<file path="config.mk">
export PLATFORM = sky130hd
export DESIGN_NAME = block_packer
export DESIGN_NICKNAME = d
export VERILOG_FILES = /design/src/verilog/capture_pkg.sv /design/src/verilog/block_packer.sv
export VERILOG_INCLUDE_DIRS = /design/src /design/src/verilog
export SDC_FILE = /design/constraint.sdc
export NUM_CORES = 1
export LEC_CHECK = 0
export ABC_AREA = 1
export BUFFER_PORTS_ARGS = -buffer_cell sky130_fd_sc_hd__buf_4
export CAP_MARGIN = 20
export CORE_ASPECT_RATIO = 0.5
export CORE_MARGIN = 1.5
export CORE_UTILIZATION = 57
export CTS_CLUSTER_SIZE = 14
export DETAILED_ROUTE_END_ITERATION = 12
export MAX_ROUTING_LAYER = met4
export PLACE_DENSITY = 0.83
export REMOVE_ABC_BUFFERS = 1
export SETUP_SLACK_MARGIN = 0.5
export SLEW_MARGIN = 20
export SYNTH_ARGS = -nofsm -noshare
export SYNTH_HDL_FRONTEND = slang
export SYNTH_SLANG_ARGS = --single-unit
</file>
<file path="constraint.sdc">
create_clock -name clk_ram_2x -period 9.2 [get_ports clk_ram_2x]
set_input_delay 0.46 -clock clk_ram_2x [delete_from_list [all_inputs] [get_ports clk_ram_2x]]
set_output_delay 0.46 -clock clk_ram_2x [all_outputs]
set_load 0.02 [all_outputs]
</file>
<file path="src/verilog/capture_defs.svh">
// Width, count and depth constants for the capture datapath
// Included by the package and by every RTL module that sizes a port or a counter
// All values are for eight channels of 17-bit compressed blocks

`ifndef CAPTURE_DEFS_SVH
`define CAPTURE_DEFS_SVH

// Capture channels per pod
`define CHANNEL_COUNT 8

// One compressed block, format bit plus 16 data bits
`define BLOCK_WIDTH 17

// Blocks packed into one DRAM word, top bits left as padding
`define BLOCKS_PER_WORD 7
`define WORD_WIDTH 128

// Per-channel word buffer
`define FIFO_DEPTH 32
`define FIFO_LEVEL_WIDTH 6

// Words per DRAM write burst
`define BURST_WORDS 4

// Burst pointer per channel and the full DRAM word address
`define WR_PTR_WIDTH 22
`define RAM_ADDR_WIDTH 29

`endif
</file>
<file path="src/verilog/capture_pkg.sv">
// Shared types for the capture datapath
// Vector typedefs for the meaningful widths and the burst writer FSM encoding
// Modules refer to these by scoped name

`include "capture_defs.svh"

package capture_pkg;

	// One compressed block from a channel
	typedef logic [`BLOCK_WIDTH-1:0] block_t;

	// One packed DRAM word
	typedef logic [`WORD_WIDTH-1:0] word_t;

	// Word FIFO fill count, holds 0 up to FIFO_DEPTH inclusive
	typedef logic [`FIFO_LEVEL_WIDTH-1:0] fifo_level_t;

	// Channel index
	typedef logic [$clog2(`CHANNEL_COUNT)-1:0] channel_t;

	// Per-channel burst pointer, counts 512-bit bursts
	typedef logic [`WR_PTR_WIDTH-1:0] wr_ptr_t;

	// DRAM address in 128-bit words
	typedef logic [`RAM_ADDR_WIDTH-1:0] ram_addr_t;

	// Burst writer FSM
	typedef enum logic [1:0] {
		idle,
		request,
		wait_ack,
		stream
	} writer_state_t;

endpackage

</file>
<file path="src/verilog/block_packer.sv">
// Packs compressed blocks of one channel into 128-bit words
// Seven blocks per word, oldest in the highest slot, top 9 bits zero
// Blocks only count while the RAM side is ready (armed)
// Emits a one-cycle registered write toward the word FIFO

`include "capture_defs.svh"

module block_packer (
	input  logic                clk_ram_2x,
	input  logic                reset,
	input  logic                ram_ready,
	input  logic                block_valid,
	input  capture_pkg::block_t block_data,
	output logic                wr,
	output capture_pkg::word_t  wdata
);

	localparam int count_width = $clog2(`BLOCKS_PER_WORD);
	localparam int pad_width   = `WORD_WIDTH - `BLOCKS_PER_WORD * `BLOCK_WIDTH;

	// Index of the block that completes a word
	localparam logic [count_width-1:0] last_block = count_width'(`BLOCKS_PER_WORD - 1);

	// Blocks already collected for the current word
	logic [count_width-1:0] count;

	// Newest block at index 0, oldest moves up
	capture_pkg::block_t [`BLOCKS_PER_WORD-2:0] held;

	logic take;

	// Arm gate
	assign take = block_valid && ram_ready;

	//////////////////////////////
	// Control

	always_ff @(posedge clk_ram_2x) begin
		wr <= 1'b0;
		if (reset) begin
			count <= '0;
		end else if (take) begin
			if (count == last_block) begin
				// Word complete, push it next cycle
				wr    <= 1'b1;
				count <= '0;
			end else begin
				count <= count + 1'b1;
			end
		end
	end

	//////////////////////////////
	// Payload

	always_ff @(posedge clk_ram_2x) begin
		if (take) begin
			held <= {held[`BLOCKS_PER_WORD-3:0], block_data};
			// Seventh block goes straight into the low slot
			if (count == last_block)
				wdata <= {{pad_width{1'b0}}, held, block_data};
		end
	end

endmodule

</file>
---- After elaboration in Yosys (flattened, before gate mapping) ----
Cells that the tools add are included.
word-level totals
  word-level logic and storage cells ...... 17
  bits of input ports ..................... 21
  output and inout port bits .............. 129
  register bits after elaboration ......... 225
operators by class
  reduce and logical (&&, ||, !) cells .... 3
  multiplexer cells ....................... 2
  equal/unequal tests ..................... 1
  add/sub/neg operators ................... 1
  bitwise logic cells ..................... 1
operators by type and width
  cell                                         number
  adder 3 x 1 -> 3 bit, second input constant  1
  equality test 3 bit, second input constant   1
  2-to-1 mux 3 bit                             1
  AND reduction 2 bit                          1
  OR reduction 2 bit                           1
  logical AND 1 bit                            1
  2-to-1 mux 1 bit                             1
  inverter 1 bit                               1

---- Logic depth before layout (Yosys ltp) ----
  depth after elaboration ................. 3
  depth in mapped cells ................... 5
  mapped depth without buffers ............ 5

---- Worst setup path before layout ----
Ideal clock, no wire load.
  path kind ............................... input to register
  start ................................... input port block_valid
  end ..................................... register wdata[0], enable pin
  setup slack ............................. 3128 ps
  path buffers ............................ 0
  arrival time ............................ 5474 ps
  library setup time ...................... 598 ps
  required time ........................... 8602 ps
  cell stages on the path ................. 2
  cells stage by stage .................... nand2_2 -> nor2_1
between the ends
  cells in the longest elaborated chain, start to end .. 2
ends and longest elaborated chain
  item                                  line                RTL
  from (decl)                           block_packer.sv:12  input logic block_valid,
  logical AND 1 bit                     block_packer.sv:33  assign take = block_valid && ram_ready;
  AND reduction 2 bit (no source line)  n/a
  to (signal assigned)                  block_packer.sv:61  wdata <= {{pad_width{1'b0}}, held, block_data};
  to (decl)                             block_packer.sv:15  output capture_pkg::word_t wdata
No other way between the ends.
A chain may end at the register's enable or synchronous reset.

---- Final worst setup path ----
  start ................................... register count[0]
  end ..................................... register wdata[114], enable pin
between the ends
  cells in the longest elaborated chain, start to end .. 2
ends and longest elaborated chain
  item                                  line                RTL
  from (decl)                           block_packer.sv:25  logic [count_width-1:0] count;
  from (signal assigned)                block_packer.sv:48  count <= count + 1'b1;
  equality test 3 bit                   block_packer.sv:60  if (count == last_block)
  AND reduction 2 bit (no source line)  n/a
No other way between the ends.

==> flow_metrics.py <==
metrics = {
    "clock_tree": {
        "cts-htree-levels": 1,
        "cts_inserted_buffers": 20,
        "post_cts.repair.setup_buffers": 0,
        "cts_hold_repair.buffers": 0,
        "worst_skew_pair.late_latency_ps": 480,
        "clkTransAtPathRegs_ps": 60,
        "cts.root.buffer_cell": "clkbuf_16",
        "cts_resized": 0,
        "num_clock_sinks": 225,
        "clockBufferDepth": 3,
        "tritoncts_clock_tree": "yes",
    },
    "power": {
        "leakagePower_nw": 3.12,
        "cellPowerDensity_nw_per_um2": 220,
        "irDropWorstVdd_mv": 0.119,
    },
    "die": {
        "core_um2": 11800,
        "design.portCount": 150,
        "die_h_um": 80.8,
        "die_w_um": 159,
        "fp.dieArea_um2": 12800,
        "num_rows": 28,
        "initial_core_util": 0.585,
    },
    "timing": {
        "max-slew-margin-rel": 0.361,
        "worst-slew-pin-transition_ps": 956,
        "timing.fmax_mhz": 411,
        "fin_setup_tns_ps": 0,
        "setup_viol": 0,
        "setup_slack_ps": 6770,
        "worst_clock_skew_ps": 20.0,
        "slew_viol_final": 0,
        "layout_worst_path_cycle_share": 0.264,
        "period_minus_slack_ps": 2430,
        "finalHoldWorstSlack_ps": 176,
        "finalHoldViolations": 0,
        "setup_repair_after_global_routing_missed_its_margin": "false",
    },
    "run": {
        "timing.max_cap.violations": 0,
    },
    "layout": {
        "final-instance-count-excl-fill": 597,
        "n_fill_cell": 657,
        "layout.cell_area.non_filler_um2": 8730,
        "final_nets": 446,
        "areaGrowthSynthToFinish_pct": 26.4,
        "diodes": 0,
        "multi_input_logic_area_um2": 131,
        "layout-drive-gt1-share": 0.396,
        "seqCellArea_um2": 6720,
    },
    "placement": {
        "post-place-cells": 568,
        "dp_worst_setup_slack_ps": 6380,
        "place.port_buffers": 140,
        "dp.final_hpwl_um": 6860,
        "weighted_congestion_reported_at_the_end_of_routability_driven_placement": 0.763,
        "placement.cell_area_um2": 8150,
    },
    "global_route": {
        "grt_antenna_before_repair": 0,
        "gr-total-overflow": 0,
        "first_global_vias": 2905,
        "pin_count_of_the_biggest_net_entering_global_routing": 89,
        "grt_use_total": 0.181,
        "global_route_wire_length_before_repair_um": 16300,
    },
    "min_path": {
        "hold_class": "in2reg",
        "startpoint_of_the_most_critical_hold_path": "block_data[5]",
    },
    "worst_setup_path": {
        "worst-path-max-fanout": 88,
        "critPathCaptureType": "register",
        "worstSetupStartpoint": "count[0]$_SDFFE_PP0N_",
        "worst_setup_path_start_kind": "register",
        "crit_arrival_ps": 2540,
        "timing.reg2reg.setup_slack_ps": 6770,
        "crit-reg2reg-launch": "count[0]$_SDFFE_PP0N_",
        "worstPathRequired_ps": 9310,
        "critical_path_type": "reg2reg",
    },
    "yosys": {
        "synth_cell_types": 12,
        "yosys_register_bits": 225,
        "netlist.top_cell.by_area": "edfxtp_1",
        "synth_area_leaders": "edfxtp_1, dfxtp_1, buf_4, nand2_1, inv_1",
        "postSynthCellCount": 262,
        "synth-seq-area-share": 0.973,
        "synth_area_per_cell_um2": 26.4,
        "ys.warnings.count": 0,
        "syn_area_um2": 6900,
        "netlist.area_leader.share": 0.961,
    },
    "detailed_routing": {
        "iter_0_drt_violations": 245,
        "drtPass1Iterations": 4,
        "drt-total-wl_um": 11500,
        "remaining_drc_errors": 0,
        "drt.antenna.violating_nets": 0,
        "via_density_per_instance": 4.87,
        "route.vias.total": 2909,
        "routed_wire_length_per_instance_um": 19.2,
    },
    "status": {
        "status": "completed",
    },
}
==> path summary, 6_finish.rpt <==
| kind | to | cells past startpoint |
|---|---|---|
| min | held[5]$_DFFE_PN_ | 1 |
| max reg2reg | wdata[114]$_DFFE_PP_ | 4 |
| max | wdata[114]$_DFFE_PP_ | 4 |
| min reg2reg | wdata[109]$_DFFE_PP_ | 0 |
==> cells by family after synthesis <==
kind of cell	after synthesis	synth area share
buffers and inverters	16	0.0136
other	1	0.000543
and+or+nand+nor	19	0.0118
DFF	225	0.973
AOI/OAI and AO/OA	1	0.00127
==> cells in the mapped netlist <==
| library cell | count |
|---|---|
| nand3_1 | 3 |
| a21oi_2 | 1 |
| nor2_1 | 6 |
| inv_2 | 1 |
| inv_1 | 6 |
| nand2_2 | 2 |
| buf_4 | 9 |
| nand2_1 | 7 |
| conb_1 | 1 |
| dfxtp_1 | 4 |
| nor3_1 | 1 |
| edfxtp_1 | 221 |
==> power by group <==
group	internal, mW	total (mW)	switching [mW]
sequential	1.14	1.15	0.00901
clock	0.422	0.747	0.325
combinational	0.00671	0.0231	0.0164
total	1.57	1.92	0.350
==> per-layer routing <==
metal	vias to the layer above	track usage	wire length, um
li1	1324	-	-
met1	1444	0.231	4630
met2	121	0.290	5880
met3	20	0.0459	684
met4	0	0.0626	267
met5	-	-	0
==> final cells by class <==
class	count	share of cell area
Tap cell	165	0.0237
Clock inverter	2	0.00158
Inverter	7	0.00330
Sequential cell	225	0.769
Timing Repair Buffer	142	0.123
Multi-Input combinational cell	29	0.0151
Clock buffer	27	0.0639
==> worst max-delay path, stage by stage (launching register included) <==
cell and delay (ps):
dfxtp_1 320, inv_1 90, nand3_1 150, nor2_4 760
buf_6 710
==> cells in the final DEF, fill, tap and decap left out, drive strengths merged <==
cell type and n:
nor2 6, inv 8, dfxtp 4, a21oi 1, buf 142, clkinv 1
clkbuf 27, nand2 9, conb 9, nor3 1, nand3 3, edfxtp 221
==> metrics by stage <==
stage,power (mW),utilization
after floorplan,1.18,-
after global placement,1.19,0.690
after detailed placement,1.20,0.690
after CTS,1.94,0.739
after global routing,1.98,0.739
final,1.92,0.739
==> registers in the layout, indices dropped and copies added (netlist names) <==
register / count
wr: 1
count: 3
held: 102
wdata: 119
Power figures use the tool's default switching activity.
