**src/verilog/capture_defs.svh**
```systemverilog
// Width, count and depth constants for the capture datapath
// Included by the package and by every RTL module that sizes a port or a counter
// All values are for eight channels of 17-bit compressed blocks

`ifndef CAPTURE_DEFS_SVH
`define CAPTURE_DEFS_SVH

// Capture channels per pod
`define CHANNEL_COUNT 8

// One compressed block, format bit plus 16 data bits
`define BLOCK_WIDTH 17

// Blocks packed into one DRAM word, top bits left as padding
`define BLOCKS_PER_WORD 7
`define WORD_WIDTH 128

// Per-channel word buffer
`define FIFO_DEPTH 32
`define FIFO_LEVEL_WIDTH 6

// Words per DRAM write burst
`define BURST_WORDS 4

// Burst pointer per channel and the full DRAM word address
`define WR_PTR_WIDTH 22
`define RAM_ADDR_WIDTH 29

`endif
```
**src/verilog/capture_pkg.sv**
```systemverilog
// Shared types for the capture datapath
// Vector typedefs for the meaningful widths and the burst writer FSM encoding
// Modules refer to these by scoped name

`include "capture_defs.svh"

package capture_pkg;

	// One compressed block from a channel
	typedef logic [`BLOCK_WIDTH-1:0] block_t;

	// One packed DRAM word
	typedef logic [`WORD_WIDTH-1:0] word_t;

	// Word FIFO fill count, holds 0 up to FIFO_DEPTH inclusive
	typedef logic [`FIFO_LEVEL_WIDTH-1:0] fifo_level_t;

	// Channel index
	typedef logic [$clog2(`CHANNEL_COUNT)-1:0] channel_t;

	// Per-channel burst pointer, counts 512-bit bursts
	typedef logic [`WR_PTR_WIDTH-1:0] wr_ptr_t;

	// DRAM address in 128-bit words
	typedef logic [`RAM_ADDR_WIDTH-1:0] ram_addr_t;

	// Burst writer FSM
	typedef enum logic [1:0] {
		idle,
		request,
		wait_ack,
		stream
	} writer_state_t;

endpackage

```
**src/verilog/word_fifo.sv**
```systemverilog
// Single-clock word buffer between a block packer and the burst writer
// 32 entries, registered read data valid the cycle after rd
// level counts stored words; writes into a full buffer are dropped
// overflow stays set from the first dropped write until reset

`include "capture_defs.svh"

module word_fifo (
	input  logic                     clk_ram_2x,
	input  logic                     reset,
	input  logic                     wr,
	input  capture_pkg::word_t       wdata,
	input  logic                     rd,
	output capture_pkg::word_t       dout,
	output capture_pkg::fifo_level_t level,
	output logic                     overflow
);

	localparam int addr_width = $clog2(`FIFO_DEPTH);
	localparam capture_pkg::fifo_level_t full_level = capture_pkg::fifo_level_t'(`FIFO_DEPTH);

	// Storage
	capture_pkg::word_t mem [`FIFO_DEPTH];

	// Circular pointers, wrap naturally at the depth
	logic [addr_width-1:0] wr_ptr;
	logic [addr_width-1:0] rd_ptr;

	logic full;
	logic empty;
	logic do_wr;
	logic do_rd;

	assign full  = (level == full_level);
	assign empty = (level == '0);

	// Accepted operations
	assign do_wr = wr && !full;
	assign do_rd = rd && !empty;

	//////////////////////////////
	// Memory and output register

	always_ff @(posedge clk_ram_2x) begin
		if (do_wr)
			mem[wr_ptr] <= wdata;
		if (do_rd)
			dout <= mem[rd_ptr];
	end

	//////////////////////////////
	// Pointers, level, overflow

	always_ff @(posedge clk_ram_2x) begin
		if (reset) begin
			wr_ptr   <= '0;
			rd_ptr   <= '0;
			level    <= '0;
			overflow <= 1'b0;
		end else begin
			if (do_wr)
				wr_ptr <= wr_ptr + 1'b1;
			if (do_rd)
				rd_ptr <= rd_ptr + 1'b1;
			// Simultaneous read and write leaves the level alone
			case ({do_wr, do_rd})
				2'b10:   level <= level + 1'b1;
				2'b01:   level <= level - 1'b1;
				default: level <= level;
			endcase
			// Sticky, cleared only by reset
			if (wr && full)
				overflow <= 1'b1;
		end
	end

endmodule

```
**config.mk**
```make
export PLATFORM = sky130hd
export DESIGN_NAME = word_fifo
export DESIGN_NICKNAME = d
export VERILOG_FILES = /design/src/verilog/capture_pkg.sv /design/src/verilog/word_fifo.sv
export VERILOG_INCLUDE_DIRS = /design/src /design/src/verilog
export SDC_FILE = /design/constraint.sdc
export NUM_CORES = 2
export LEC_CHECK = 0
export BUFFER_PORTS_ARGS = -buffer_cell sky130_fd_sc_hd__clkbuf_2
export CORE_ASPECT_RATIO = 0.75
export CORE_MARGIN = 3
export CORE_UTILIZATION = 25
export CTS_CLUSTER_SIZE = 8
export DETAILED_ROUTE_END_ITERATION = 12
export GPL_ROUTABILITY_DRIVEN = 0
export PLACE_DENSITY = 0.42
export SLEW_MARGIN = 20
export SYNTH_ARGS = -nofsm -noshare
export SYNTH_HDL_FRONTEND = slang
export SYNTH_SLANG_ARGS = --single-unit
export TNS_END_PERCENT = 100
```
**constraint.sdc**
```tcl
create_clock -name clk_ram_2x -period 9.7 [get_ports clk_ram_2x]
set_clock_uncertainty 0.15 [all_clocks]
set_input_delay 0.97 -clock clk_ram_2x [delete_from_list [all_inputs] [get_ports clk_ram_2x]]
set_output_delay 0.97 -clock clk_ram_2x [all_outputs]
set_load 0.03 [all_outputs]
```
; ---- After elaboration in Yosys (flattened, before gate mapping)
; Memories as Yosys holds them, arrays and structs flattened. A register that Yosys moved wholly into a read port is not among the register bits.
; Cells that the tools add are included.
[word_totals]
regBits = 17
ramBits = 4096
input_bits = 132
mem_count = 1
[mem_list]
columns = memory, depth, width, read_ports, rd_ports_with_merged_regs, wr, line_no
row1 = mem, 32, 128, 1, 1, 1, word_fifo.sv:23  ; capture_pkg::word_t mem [`FIFO_DEPTH];
[op_classes]
add_sub_neg = 4
n_eq_ne = 3
muxes = 3
reduce_logical = 7
[ops]
columns = op, count
row1 = 6-bit one-hot mux with 2 select lines, 1
row2 = "5-bit by 1-bit adder with 5-bit output, second input constant", 2
row3 = "6-bit by 1-bit adder with 6-bit output, second input constant", 1
row4 = "6-bit == test, second input constant", 1
row5 = 6-bit logical NOT, 1
row6 = "6-bit by 1-bit subtractor with 6-bit output, second input constant", 1
row7 = 1-bit logical AND, 3
row8 = "2-bit by 1-bit == test with 1-bit output, second input constant", 1
row9 = "2-bit == test, second input constant", 1
row10 = 1-bit logical NOT, 2
row11 = 1-bit 2-to-1 mux, 2
row12 = 2-bit nonzero test, 1

; ---- Depth between registers and ports, before layout
[depth]
depth_word = 5
mapped_depth = 11

; ---- Least setup slack after synthesis
; OpenSTA, ideal clock, no wires.
[synth_timing]
path_type = input to register
from = in wr
to = mem mem[21][0] (netlist bit), enable pin
setup_ns = 0.617
t_arrival_ns = 6.759
required_time_ns = 8.933
slack_ns = 2.174
stages = 3
path_buffers = 0
cell_sequence = o31a_1 > nand2_1 > nor2_1
[synth_via]
elab_chain_len = 3
[synth_rtl]
columns = element, line_no
row1 = from (decl), word_fifo.sv:11  ; input logic wr,
row2 = 1-bit logical AND, word_fifo.sv:38  ; assign do_wr = wr && !full;
row3 = 1-bit 2-to-1 mux, word_fifo.sv:45  ; if (do_wr)
row4 = 1-bit 2-to-1 mux (implied by the code), word_fifo.sv:46  ; mem[wr_ptr] <= wdata;
row5 = to (decl), word_fifo.sv:23
; Every way passes these cells.

==> impl_metrics.yaml <==
worst_setup_path:
  endpoint_kind: "flip-flop"
  r2r_end: "dout[64]"
  reg2regPathDepth: 6
  critPathMaxFanout: 97
  start_kind: "flip-flop"
  r2r_slack_ns: 4.75
  worstPathRequired_ns: 10.26
  path_class: "flip-flop to flip-flop"
  r2r-start: "rd_ptr[1]"
  arrival_ns: 5.51
floorplan:
  fp.dieH_um: 697
  die_area_um2: 647000
  ios: 267
  rows: 253
  die_w_um: 927
  start_util: 0.251
  core_area_um2: 634000
yosys:
  syn_avg_cell_area_um2: 22.7
  yosysWarningCount: 0
  synth-edff-count: 4224
  synthFlopType: "edfxtp_1"
  synth_top_cell_by_area: "edfxtp_1"
  ys_async_sr_fraction: 0
  syn_inst: 7007
  synth.top_cell.area_share: 0.797
  ys_seq_elements: 4241
  synth.area.top_cells: "edfxtp_1 80%, mux4_2 10%, mux2i_1 3.6%"
  synth_area_um2: 159000
  seq_area_frac_synth: 0.799
  syn_nets: 7150
  ys_types: 61
clocking:
  htree_levels: 6
  cts_sinks: 4241
  tritoncts: "yes"
  ctsHoldBuffers: 0
  clock_path_buffers: 4
  insertion_delay_ns: 1.07
  post_cts_resized: 0
  cts-root-buf: "clkbuf_16"
  cts_buffers: 600
  path_clk_slew_ns: 0.06
  post_cts_buffers: 0
sta:
  fin_crit_sh: 0.510
  finalHoldViolations: 0
  worst_slack_ns: 4.75
  fmax_mhz: 202
  slew_violations: 0
  rsz0062_at_grt: "no"
  period_minus_slack_ns: 4.95
  setup_viol_count_final: 0
  slew_headroom: 0.170
  tightestPinTransition_ns: 1.24
  finalSetupTns_ns: 0
grt:
  antenna_found_initial: 73
  overflow: 0
  grt_pass1_wl_um: 674000
  grt_pass1_vias: 79800
  grt_start_max_net_pins: 122
  grt.total_usage: 0.147
placement:
  portBuffers: 266
  place_area_um2: 171000
  placed_cells: 15500
  dp_hpwl_um: 247000
  pre_cts_ws_ns: 4.70
final_layout:
  fillerInstances: 61300
  drive_gt1_frac: 0.246
  final_cells: 16200
  layout_commonest_cell: "edfxtp_1"
  fin_area_um2: 187000
  area_growth_pct: 17.6
  final_cell_mix: "4224 x edfxtp_1, 740 x mux4_2, 610 x clkbuf_16"
  nets: 7792
run_status:
  outcome: "complete, no violations"
power:
  power_leakage_nw: 55.5
  total_power_mw: 46.1
  ir_worst_vdd_mv: 0.185
  powerDensity_nw_per_um2: 246
run:
  max_cap_violations: 0
worst_hold_path:
  holdPathStages: 3
  hp-class: "input pin to flip-flop"
  holdPathEnd: "overflow"
  min_from: "wr"
route:
  drc: 0
  antenna_left: 0
  first_pass_iters: 5
  vias: 77300
  drt_iter0_drc: 7583
  wl_um: 488000
  vias_per_cell: 4.78
  avgRoutedWirePerCell_um: 30.2
==> per-layer routing <==
| layer | vias up | global-route usage | share of wire |
|---|---|---|---|
| met3 | 669 | 0.0238 | 0.055 |
| met5 | - | 0 | 0.00017 |
| li1 | 31200 | - | - |
| met1 | 43000 | 0.211 | 0.45 |
| met2 | 2445 | 0.237 | 0.47 |
| met4 | 14 | 0.0262 | 0.018 |
==> critical path, cell delays in order (launching register included) <==
cell and delay [ns]:
dfxtp_4 0.87, buf_4 0.79, buf_12 0.70, buf_4 0.84, mux4_2 0.61, o211ai_1 0.29, a211oi_1 0.09
==> power breakdown <==
group / leakage (nW) / switching (mW) / total (mW) / internal, mW
logic: 9.36 / 3.74 / 5.95 / 2.21
clock network: 7.90 / 7.58 / 18.7 / 11.1
registers: 38.2 / 0.465 / 21.4 / 21.0
total: 55.5 / 11.8 / 46.1 / 34.3
==> Yosys cell counts (4+ instances only) <==
cell type  instances
edfxtp_1        4224
mux4_2           740
mux2i_1          570
a22oi_1          251
o22ai_1          191
a211oi_1         160
clkbuf_1         154
buf_4            104
a21oi_1          103
buf_2             97
o221ai_1          96
nor2_1            49
buf_6             35
nand3_1           35
a22o_1            32
o211ai_1          32
dfxtp_1           17
buf_1             12
ha_1              10
inv_1             10
nand2_1           10
xor2_1             7
nand3b_1           6
and4b_1            4
nor2b_1            4
==> cell families (layout without fill, tap and decap cells) <==
family	count (synthesis)	after routing	share of synthesized area
compound gates	885	885	0.0398
other cells	0	10	0
simple gates	137	137	0.00468
mux	1311	1311	0.141
fa+ha+maj	11	11	0.000912
flops	4241	4241	0.799
xor+xnor	8	8	0.000440
buf+inv	414	1150	0.0147
==> area by class of cell <==
cell class                 count  area [µm²]  area share
sequential                  4241      127000       0.680
antenna                       10        25.0    0.000134
inverter                      10        52.6    0.000281
timing repair buffer         444        3130      0.0167
clock inverter                45         779     0.00416
clock buffer                 651       15400      0.0824
multi-input combinational   2352       30000       0.160
tap                         8415       10500      0.0563
==> worst max path at each step <==
| stage | startpoint | to | slack, ns | depth (start not counted) |
|---|---|---|---|---|
| 6_report | rd_ptr[1] | dout[64] | 4.75 | 6 |
| 5_1_grt | rd_ptr[1] | dout[80] | 4.55 | 6 |
| 4_1_cts | rd_ptr[1] | dout[80] | 4.68 | 6 |
| 3_5_place_dp | rd_ptr[1] | dout[80] | 4.70 | 6 |
| 3_3_place_gp | rd_ptr[1] | dout[80] | 4.76 | 6 |
| 2_1_floorplan | wr | mem[21][0] | 2.17 | 3 |
==> per-stage QoR <==
step / util / hold WS, ns
final: 0.295 / 0.172
after floorplan: - / 0.378
after global routing: 0.295 / 0.142
after CTS: 0.295 / 0.110
after detailed placement: 0.270 / 0.347
after global placement: 0.270 / 0.337
==> flip-flops by register name, summed over array words and instances (netlist names) <==
| register | flops |
|---|---|
| mem | 4096 |
| dout | 128 |
| level | 6 |
| rd_ptr | 5 |
| wr_ptr | 5 |
| overflow | 1 |
Power figures use the tool's default switching activity.
